==> src/mmu_params.svh <==
//////////////////////////////
// Sv39 MMU sizes
//////////////////////////////
`ifndef MMU_PARAMS_SVH
`define MMU_PARAMS_SVH

// Virtual and physical page numbers
`define MMU_VPN_WIDTH 27
`define MMU_PPN_WIDTH 44

// Page-table entry and page layout
`define MMU_PTE_WIDTH 64
`define MMU_PAGE_OFFSET_WIDTH 12

// Walk depth and index per level
`define MMU_PT_LEVELS 3
`define MMU_VPN_SLICE_WIDTH 9

// Power of two of at least 2
`define MMU_TLB_ENTRIES 8

`endif

==> src/mmu_pkg.sv <==
//////////////////////////////
// MMU shared types
//////////////////////////////
`include "mmu_params.svh"

package mmu_pkg;

  typedef logic [`MMU_VPN_WIDTH-1:0] vpn_t;
  typedef logic [`MMU_PPN_WIDTH-1:0] ppn_t;
  typedef logic [`MMU_PTE_WIDTH-1:0] pte_data_t;
  typedef logic [1:0] level_t;

  typedef struct packed {
    logic g;
    logic u;
    logic x;
    logic w;
    logic r;
  } perm_t;

  typedef struct packed {
    ppn_t  ppn;
    perm_t perm;
  } tlb_entry_t;

  typedef struct packed {
    logic valid;
    vpn_t vpn;
  } xlate_req_t;

  typedef struct packed {
    logic  valid;
    vpn_t  vpn;
    ppn_t  ppn;
    perm_t perm;
  } xlate_resp_t;

  typedef struct packed {
    logic                              valid;
    ppn_t                              ppn;
    logic [`MMU_PAGE_OFFSET_WIDTH-1:0] offset; // Byte offset in the table page
  } pte_req_t;

  typedef struct packed {
    logic      valid;
    logic      miss;
    pte_data_t data;
  } pte_resp_t;

  typedef enum logic [1:0] {PTW_IDLE, PTW_SEND, PTW_WAIT, PTW_FILL} ptw_state_e;
  typedef enum logic {PORT_EMPTY, PORT_ISSUED} port_state_e;

endpackage

==> src/mmu_pte_port.sv <==
//////////////////////////////
// Page-table memory port
//////////////////////////////
`include "mmu_params.svh"

module mmu_pte_port (
  input  logic               clk_i,
  input  logic               reset_i,
  input  mmu_pkg::pte_req_t  walk_req_i,
  output logic               walk_ready_o,
  output mmu_pkg::pte_resp_t walk_resp_o,
  output mmu_pkg::pte_req_t  pte_req_o,
  input  logic               mem_ready_i,
  input  mmu_pkg::pte_resp_t pte_resp_i
);

  mmu_pkg::port_state_e              state_r;
  logic                              req_v_r;
  mmu_pkg::ppn_t                     req_ppn_r;
  logic [`MMU_PAGE_OFFSET_WIDTH-1:0] req_offset_r;
  logic                              resp_v_r;
  logic                              resp_miss_r;
  mmu_pkg::pte_data_t                resp_data_r;

  logic capture;
  logic xfer;
  logic take_resp;

  assign walk_ready_o = (state_r == mmu_pkg::PORT_EMPTY) & ~req_v_r;
  assign capture      = walk_ready_o & walk_req_i.valid;
  assign xfer         = req_v_r & mem_ready_i;
  // A same-cycle answer is taken as well
  assign take_resp    = pte_resp_i.valid & ((state_r == mmu_pkg::PORT_ISSUED) | xfer);

  always_comb begin
    pte_req_o.valid    = req_v_r;
    pte_req_o.ppn      = req_ppn_r;
    pte_req_o.offset   = req_offset_r;
    walk_resp_o.valid  = resp_v_r;
    walk_resp_o.miss   = resp_miss_r;
    walk_resp_o.data   = resp_data_r;
  end

  always_ff @(posedge clk_i) begin
    if (reset_i) begin
      state_r  <= mmu_pkg::PORT_EMPTY;
      req_v_r  <= 1'b0;
      resp_v_r <= 1'b0;
    end else begin
      resp_v_r <= take_resp;
      if (capture) begin
        req_v_r <= 1'b1;
      end else if (xfer) begin
        req_v_r <= 1'b0;
      end
      if (xfer && !pte_resp_i.valid) begin
        state_r <= mmu_pkg::PORT_ISSUED;
      end else if (take_resp) begin
        state_r <= mmu_pkg::PORT_EMPTY;
      end
    end
  end

  always_ff @(posedge clk_i) begin
    if (capture) begin
      req_ppn_r    <= walk_req_i.ppn;
      req_offset_r <= walk_req_i.offset;
    end
    if (take_resp) begin
      resp_miss_r <= pte_resp_i.miss;
      resp_data_r <= pte_resp_i.data;
    end
  end

endmodule

==> src/mmu_ptw.sv <==
//////////////////////////////
// Sv39 page-table walker
//////////////////////////////
`include "mmu_params.svh"

module mmu_ptw (
  input  logic                clk_i,
  input  logic                reset_i,
  input  mmu_pkg::ppn_t       root_ppn_i,
  input  logic                miss_v_i,
  input  mmu_pkg::vpn_t       miss_vpn_i,
  output logic                fill_v_o,
  output mmu_pkg::vpn_t       fill_vpn_o,
  output mmu_pkg::tlb_entry_t fill_entry_o,
  output mmu_pkg::pte_req_t   walk_req_o,
  input  logic                walk_ready_i,
  input  mmu_pkg::pte_resp_t  walk_resp_i
);

  localparam int SLICE        = `MMU_VPN_SLICE_WIDTH;
  localparam int LG_PTE_BYTES = `MMU_PAGE_OFFSET_WIDTH - `MMU_VPN_SLICE_WIDTH;

  mmu_pkg::ptw_state_e state_r, state_n;
  mmu_pkg::level_t     level_r;
  mmu_pkg::vpn_t       vpn_r;
  mmu_pkg::ppn_t       ppn_r;
  mmu_pkg::perm_t      perm_r;

  mmu_pkg::pte_data_t pte;
  mmu_pkg::ppn_t      pte_ppn;
  mmu_pkg::perm_t     pte_perm;
  logic               pte_leaf;
  logic               start;
  logic               resp_v;
  logic [SLICE-1:0]   vpn_slice;
  mmu_pkg::ppn_t      fill_ppn;

  // Sv39 PTE fields
  assign pte      = walk_resp_i.data;
  assign pte_ppn  = pte[10 +: `MMU_PPN_WIDTH];
  assign pte_perm = '{g: pte[5], u: pte[4], x: pte[3], w: pte[2], r: pte[1]};
  assign pte_leaf = pte_perm.x | pte_perm.w | pte_perm.r;

  assign start     = (state_r == mmu_pkg::PTW_IDLE) & miss_v_i;
  assign resp_v    = (state_r == mmu_pkg::PTW_WAIT) & walk_resp_i.valid & ~walk_resp_i.miss;
  assign vpn_slice = vpn_r[level_r*SLICE +: SLICE];

  always_comb begin
    walk_req_o.valid  = (state_r == mmu_pkg::PTW_SEND);
    walk_req_o.ppn    = ppn_r;
    walk_req_o.offset = {vpn_slice, LG_PTE_BYTES'(0)}; // Index scaled by 8 bytes
  end

  // Superpages keep the low VPN slices
  always_comb begin
    fill_ppn = ppn_r;
    for (int i = 0; i < `MMU_PT_LEVELS-1; i++) begin
      if (level_r > i) begin
        fill_ppn[i*SLICE +: SLICE] = vpn_r[i*SLICE +: SLICE];
      end
    end
  end

  assign fill_v_o          = (state_r == mmu_pkg::PTW_FILL);
  assign fill_vpn_o        = vpn_r;
  assign fill_entry_o.ppn  = fill_ppn;
  assign fill_entry_o.perm = perm_r;

  always_comb begin
    state_n = state_r;
    case (state_r)
      mmu_pkg::PTW_IDLE: begin
        if (miss_v_i) state_n = mmu_pkg::PTW_SEND;
      end
      mmu_pkg::PTW_SEND: begin
        if (walk_ready_i) state_n = mmu_pkg::PTW_WAIT;
      end
      mmu_pkg::PTW_WAIT: begin
        if (walk_resp_i.valid) begin
          if (walk_resp_i.miss) begin
            state_n = mmu_pkg::PTW_SEND; // Resend the same read
          end else if (pte_leaf || level_r == '0) begin
            state_n = mmu_pkg::PTW_FILL; // Level 0 always ends the walk
          end else begin
            state_n = mmu_pkg::PTW_SEND;
          end
        end
      end
      default: state_n = mmu_pkg::PTW_IDLE;
    endcase
  end

  always_ff @(posedge clk_i) begin
    if (reset_i) begin
      state_r <= mmu_pkg::PTW_IDLE;
      level_r <= '0;
    end else begin
      state_r <= state_n;
      if (start) begin
        level_r <= mmu_pkg::level_t'(`MMU_PT_LEVELS - 1);
      end else if (resp_v && !pte_leaf && level_r != '0) begin
        level_r <= level_r - 1'b1;
      end
    end
  end

  always_ff @(posedge clk_i) begin
    if (start) begin
      vpn_r <= miss_vpn_i;
      ppn_r <= root_ppn_i;
    end else if (resp_v) begin
      ppn_r  <= pte_ppn; // Next table or leaf page
      perm_r <= pte_perm;
    end
  end

endmodule

==> src/mmu_tlb.sv <==
//////////////////////////////
// Fully associative TLB
//////////////////////////////
`include "mmu_params.svh"

module mmu_tlb (
  input  logic                 clk_i,
  input  logic                 reset_i,
  input  mmu_pkg::xlate_req_t  xlate_req_i,
  output logic                 xlate_ready_o,
  output mmu_pkg::xlate_resp_t xlate_resp_o,
  output logic                 miss_v_o,
  output mmu_pkg::vpn_t        miss_vpn_o,
  input  logic                 fill_v_i,
  input  mmu_pkg::vpn_t        fill_vpn_i,
  input  mmu_pkg::tlb_entry_t  fill_entry_i
);

  localparam int IDX_WIDTH = $clog2(`MMU_TLB_ENTRIES);

  logic [`MMU_TLB_ENTRIES-1:0] valid_r;
  mmu_pkg::vpn_t               tag_r   [`MMU_TLB_ENTRIES];
  mmu_pkg::tlb_entry_t         entry_r [`MMU_TLB_ENTRIES];
  logic [IDX_WIDTH-1:0]        victim_r;

  logic                busy_r;
  logic                miss_v_r;
  mmu_pkg::vpn_t       req_vpn_r;
  logic                resp_v_r;
  mmu_pkg::vpn_t       resp_vpn_r;
  mmu_pkg::tlb_entry_t resp_entry_r;

  logic                accept;
  logic                hit;
  mmu_pkg::tlb_entry_t hit_entry;

  assign xlate_ready_o = ~busy_r;
  assign accept        = xlate_req_i.valid & ~busy_r;
  assign miss_v_o      = miss_v_r;
  assign miss_vpn_o    = req_vpn_r; // Missing request stays here until the fill

  // Tags are unique since fills only follow misses
  always_comb begin
    hit       = 1'b0;
    hit_entry = '0;
    for (int i = 0; i < `MMU_TLB_ENTRIES; i++) begin
      if (valid_r[i] && tag_r[i] == xlate_req_i.vpn) begin
        hit       = 1'b1;
        hit_entry = entry_r[i];
      end
    end
  end

  always_comb begin
    xlate_resp_o.valid = resp_v_r;
    xlate_resp_o.vpn   = resp_vpn_r;
    xlate_resp_o.ppn   = resp_entry_r.ppn;
    xlate_resp_o.perm  = resp_entry_r.perm;
  end

  always_ff @(posedge clk_i) begin
    if (reset_i) begin
      valid_r  <= '0;
      victim_r <= '0;
      busy_r   <= 1'b0;
      miss_v_r <= 1'b0;
      resp_v_r <= 1'b0;
    end else begin
      miss_v_r <= accept & ~hit; // One-cycle pulse to the walker
      resp_v_r <= (accept & hit) | fill_v_i;
      if (accept && !hit) begin
        busy_r <= 1'b1;
      end else if (fill_v_i) begin
        busy_r <= 1'b0;
      end
      if (fill_v_i) begin
        valid_r[victim_r] <= 1'b1;
        victim_r          <= victim_r + 1'b1; // Round-robin replacement
      end
    end
  end

  always_ff @(posedge clk_i) begin
    if (accept) begin
      req_vpn_r <= xlate_req_i.vpn;
    end
    if (fill_v_i) begin
      tag_r[victim_r]   <= fill_vpn_i;
      entry_r[victim_r] <= fill_entry_i;
      resp_vpn_r        <= req_vpn_r;
      resp_entry_r      <= fill_entry_i; // Answer the held request from the fill
    end else if (accept) begin
      resp_vpn_r   <= xlate_req_i.vpn;
      resp_entry_r <= hit_entry;
    end
  end

endmodule

==> src/mmu_top.sv <==
//////////////////////////////
// Sv39 MMU top
//////////////////////////////
module mmu_top (
  input  logic                 clk_i,
  input  logic                 reset_i,
  input  mmu_pkg::ppn_t        root_ppn_i,
  input  mmu_pkg::xlate_req_t  xlate_req_i,
  output logic                 xlate_ready_o,
  output mmu_pkg::xlate_resp_t xlate_resp_o,
  output mmu_pkg::pte_req_t    pte_req_o,
  input  logic                 mem_ready_i,
  input  mmu_pkg::pte_resp_t   pte_resp_i
);

  logic                miss_v;
  mmu_pkg::vpn_t       miss_vpn;
  logic                fill_v;
  mmu_pkg::vpn_t       fill_vpn;
  mmu_pkg::tlb_entry_t fill_entry;
  mmu_pkg::pte_req_t   walk_req;
  logic                walk_ready;
  mmu_pkg::pte_resp_t  walk_resp;

  mmu_tlb i_mmu_tlb (
    .clk_i         (clk_i),
    .reset_i       (reset_i),
    .xlate_req_i   (xlate_req_i),
    .xlate_ready_o (xlate_ready_o),
    .xlate_resp_o  (xlate_resp_o),
    .miss_v_o      (miss_v),
    .miss_vpn_o    (miss_vpn),
    .fill_v_i      (fill_v),
    .fill_vpn_i    (fill_vpn),
    .fill_entry_i  (fill_entry)
  );

  mmu_ptw i_mmu_ptw (
    .clk_i        (clk_i),
    .reset_i      (reset_i),
    .root_ppn_i   (root_ppn_i),
    .miss_v_i     (miss_v),
    .miss_vpn_i   (miss_vpn),
    .fill_v_o     (fill_v),
    .fill_vpn_o   (fill_vpn),
    .fill_entry_o (fill_entry),
    .walk_req_o   (walk_req),
    .walk_ready_i (walk_ready),
    .walk_resp_i  (walk_resp)
  );

  mmu_pte_port i_mmu_pte_port (
    .clk_i        (clk_i),
    .reset_i      (reset_i),
    .walk_req_i   (walk_req),
    .walk_ready_o (walk_ready),
    .walk_resp_o  (walk_resp),
    .pte_req_o    (pte_req_o),
    .mem_ready_i  (mem_ready_i),
    .pte_resp_i   (pte_resp_i)
  );

endmodule

==> config.mk <==
export PLATFORM = sky130hd
export DESIGN_NAME = mmu_top
export DESIGN_NICKNAME = d
export VERILOG_FILES = /design/src/mmu_pkg.sv /design/src/mmu_pte_port.sv /design/src/mmu_ptw.sv /design/src/mmu_tlb.sv /design/src/mmu_top.sv
export VERILOG_INCLUDE_DIRS = /design/src /design/src/src
export SDC_FILE = /design/constraint.sdc
export NUM_CORES = 1
export LEC_CHECK = 0
export BUFFER_PORTS_ARGS = -buffer_cell sky130_fd_sc_hd__buf_2
export CORE_MARGIN = 2
export CORE_UTILIZATION = 59
export CTS_CLUSTER_SIZE = 8
export DETAILED_ROUTE_END_ITERATION = 8
export GPL_ROUTABILITY_DRIVEN = 0
export PLACE_DENSITY = 0.78
export SYNTH_ARGS = -nofsm -noshare
export SYNTH_HDL_FRONTEND = slang
export SYNTH_SLANG_ARGS = --single-unit
==> constraint.sdc <==
create_clock -name clk_i -period 25 [get_ports clk_i]
set_input_delay 2.5 -clock clk_i [delete_from_list [all_inputs] [get_ports clk_i]]
set_output_delay 2.5 -clock clk_i [all_outputs]
set_load 0.05 [all_outputs]
==> results.tsv <==
metric	value	unit
area of the multi-input gates	8272	sq um
cell count after synthesis	2268	
Slew headroom	0.1382	
cts hold-fix bufs	0	
max incr delay on CP	0.66	ns
asr flop ratio synth	0	
post_cts resized	0	
Worst EP arrival	6.15	ns
post-route minimum period	5.654	ns
critical-path cell list	buf_2 > xor2_1 > or4_1 > nor4_4 > buf_4 > and2_1 > buf_4 > a211o_1 > a221oi_2 > a22oi_1	
Comb pwr share	0.047	
Final HPWL DP	53970	um
Final Cell Area	41910	sq um
Layout area overhead	16.19	%
Clock Path Buffers	3	
PD cells	83.21	nW/um^2
clk_skew	0.03067	ns
top cells by area, synth	edfxtp_1 74%, xnor2_1 3.9%, o2111ai_1 2.0%	
drt pass-1 iters	6	
CTS sink count	911	
vias in the first global route	22993	
Req. time, crit path	25.49	ns
Register Area	27150	sq um
ys flop type	edfxtp_1	
sequential share of the synthesized area	0.7526	
RSZ-0062 raised after global routing	no	
leading area contributor after synthesis	edfxtp_1	
Yosys top cell area share	0.7410	
yosys warns	0	
Avg WL per Cell	28.29	um
TritonCTS clock tree	yes	
EDFF count, synth	890	
Mapped Area	36070	sq um
initial antenna violation count	0	
io pins	276	
CTS buffer count	131	
commonest non-fill, non-tap cell in the layout	edfxtp_1	
starting density of the core	0.5976	
Setup crit start kind	input pin	
Setup Crit Path Kind	input pin to flip-flop	
remaining global-route overflow	0	
largest net degree at the start of global routing	88	
vias per inst	6.623	
number of distinct library cells after synthesis	55	
Area after DPL	38230	sq um
Highest Clock Rate	0.1769	GHz
number of port buffers	257	
status	complete, no violations	
fin crit share	0.2262	
MaxCap Viol Count	0	
share of power burned in registers	0.497	
leading cell types in the layout, fill and taps excluded	890 x edfxtp_1, 257 x buf_2, 162 x xnor2_1, 153 x nand2_1, 133 x clkbuf_16	
DR iter-0 viols	2802	
setup_tns	0	ns
share of cells above drive strength 1	0.2330	
Clk pin slew, worst setup/hold paths	0.05	ns
Die X	251.3	um
global-route wire length before repair	141200	um
total net switching power	0.0007720	W
CORE AREA	60360	sq um
post-CTS setup buffers	0	
Total Routing Usage GR	0.3074	
Clk Latency, worst-skew pair	0.73	ns
fin worst setup slack	19.35	ns
Rows	90	
die area	63130	sq um
Slowest-stage cell, CP	and2_1	
Switching Share	0.2214	
Clock power frac	0.457	
drt drc	0	
Die Height	251.3	um
Final Hold Fails	0	
fill cell count	3747	
LEAKAGE	14.23	nW
Critical Path Sink Type	flip-flop	
Root Driver	clkbuf_16	
flops & latches, synth	911	
setup violators final	0	
Worst-Margin Slew	1.293	ns
CP Max Fanout	33	
Total Wirelength	96340	um
worst vdd ir	0.05838	mV
DR vias	22559	
Min-Delay Path Class	flip-flop to flip-flop	
CTS H-tree lvls	4	
Syn Area/Cell	15.90	sq um
delay-heaviest family, CP	simple AND/OR/NAND/NOR gates	
critical path's most frequent cell	buf_4	
NumNets Final	2720	
P_int	0.002715	W
Max Slew Vio Count	0	
crit path buf inv count	3	
post-route ant nets	0	
pre-CTS setup slack	18.77	ns
[cell usage after synthesis, types with 39 or more instances]
cell type / number
edfxtp_1: 890
xnor2_1: 162
nand2_1: 156
nand3_1: 106
nor2_1: 92
o2111ai_1: 83
clkbuf_1: 75
nand4_1: 69
mux2_2: 62
xor2_1: 57
nor3_1: 49
inv_1: 48
or2_2: 43
a21oi_1: 39
[layer usage]
layer / vias to the layer above / routed length [um] / GRT usage
met5: - / 0 / 0
li1: 9384 / - / -
met4: 0 / 3306 / 0.1247
met3: 260 / 11680 / 0.08459
met1: 11305 / 35650 / 0.4102
met2: 1610 / 45700 / 0.4836
[registers in the layout, summed over array words and instances (netlist names), 5 cells and up]
register,cells
i_mmu_tlb.valid_r,8
i_mmu_ptw.fill_vpn_o,27
i_mmu_pte_port.resp_data_r,49
i_mmu_tlb.entry_r,392
i_mmu_ptw.ppn_r,44
i_mmu_tlb.xlate_resp_o,49
i_mmu_pte_port.req_ppn_r,44
i_mmu_ptw.fill_entry_o,5
i_mmu_tlb.tag_r,216
i_mmu_tlb.miss_vpn_o,27
i_mmu_tlb.resp_vpn_r,27
i_mmu_pte_port.req_offset_r,9
[path summary, 6_finish.rpt]
path	start	endpoint	slack, ns	depth (start not counted)
worst max-delay path	xlate_req_i[6]	i_mmu_tlb.xlate_resp_o[21]	19.35	10
worst min-delay path	i_mmu_tlb.miss_vpn_o[0]	i_mmu_ptw.fill_vpn_o[0]	0.44	0
worst max register to register	i_mmu_tlb.tag_r[3][1]	i_mmu_tlb.xlate_resp_o[19]	21.17	7
worst min register to register	i_mmu_tlb.miss_vpn_o[0]	i_mmu_ptw.fill_vpn_o[0]	0.44	0
[worst register-to-register path, stage by stage, from the launching register on]
cell and delay (ns):
edfxtp_1 0.38, xnor2_1 0.22, nand4_1 0.12, nor4_1 0.90, nand2_1 0.56, o21ai_1 0.53, a221oi_1 0.10, o41ai_1 0.68
[layout make-up]
cell class,count,area share
multi-input cells,1178,0.1974
well taps,782,0.02335
inverters,48,0.004299
diodes,2,0.0001194
repair buffers,306,0.03947
flip-flops and latches,911,0.6477
clock buffers,166,0.08237
clock inverters,13,0.005284
[through the flow]
| step | util | std cells | power (W) | hold WS (ns) |
|---|---|---|---|---|
| 2_1_floorplan | - | 2270 | 0.001856 | 0.4003 |
| 3_3_place_gp | 0.6334 | 3225 | 0.001914 | 0.4308 |
| 3_5_place_dp | 0.6334 | 3225 | 0.001919 | 0.4081 |
| 4_1_cts | 0.6943 | 3404 | 0.003500 | 0.4463 |
| 5_1_grt | 0.6943 | 3404 | 0.003577 | 0.4539 |
| 6_report | 0.6943 | 3406 | 0.003487 | 0.4425 |
[power by group through the flow]
stage,Clock [W],Sequential (W),Combinational [W]
floorplan,0,0.00179,0.0000628
global placement,0,0.00176,0.000157
global route,0.00167,0.00173,0.000170
detailed placement,0,0.00176,0.000161
CTS,0.00161,0.00173,0.000162
finish,0.00159,0.00173,0.000163
[cell families after synthesis]
family / after synthesis / share of synthesized area
simple gates: 593 / 0.08225
compound gates: 289 / 0.06709
mux: 71 / 0.02185
flops: 911 / 0.7526
xor+xnor: 219 / 0.05318
other cells: 1 / 0.0001040
fa+ha+maj: 3 / 0.001041
buf+inv: 181 / 0.02185
Note: power is estimated with default switching activity, not from simulation.
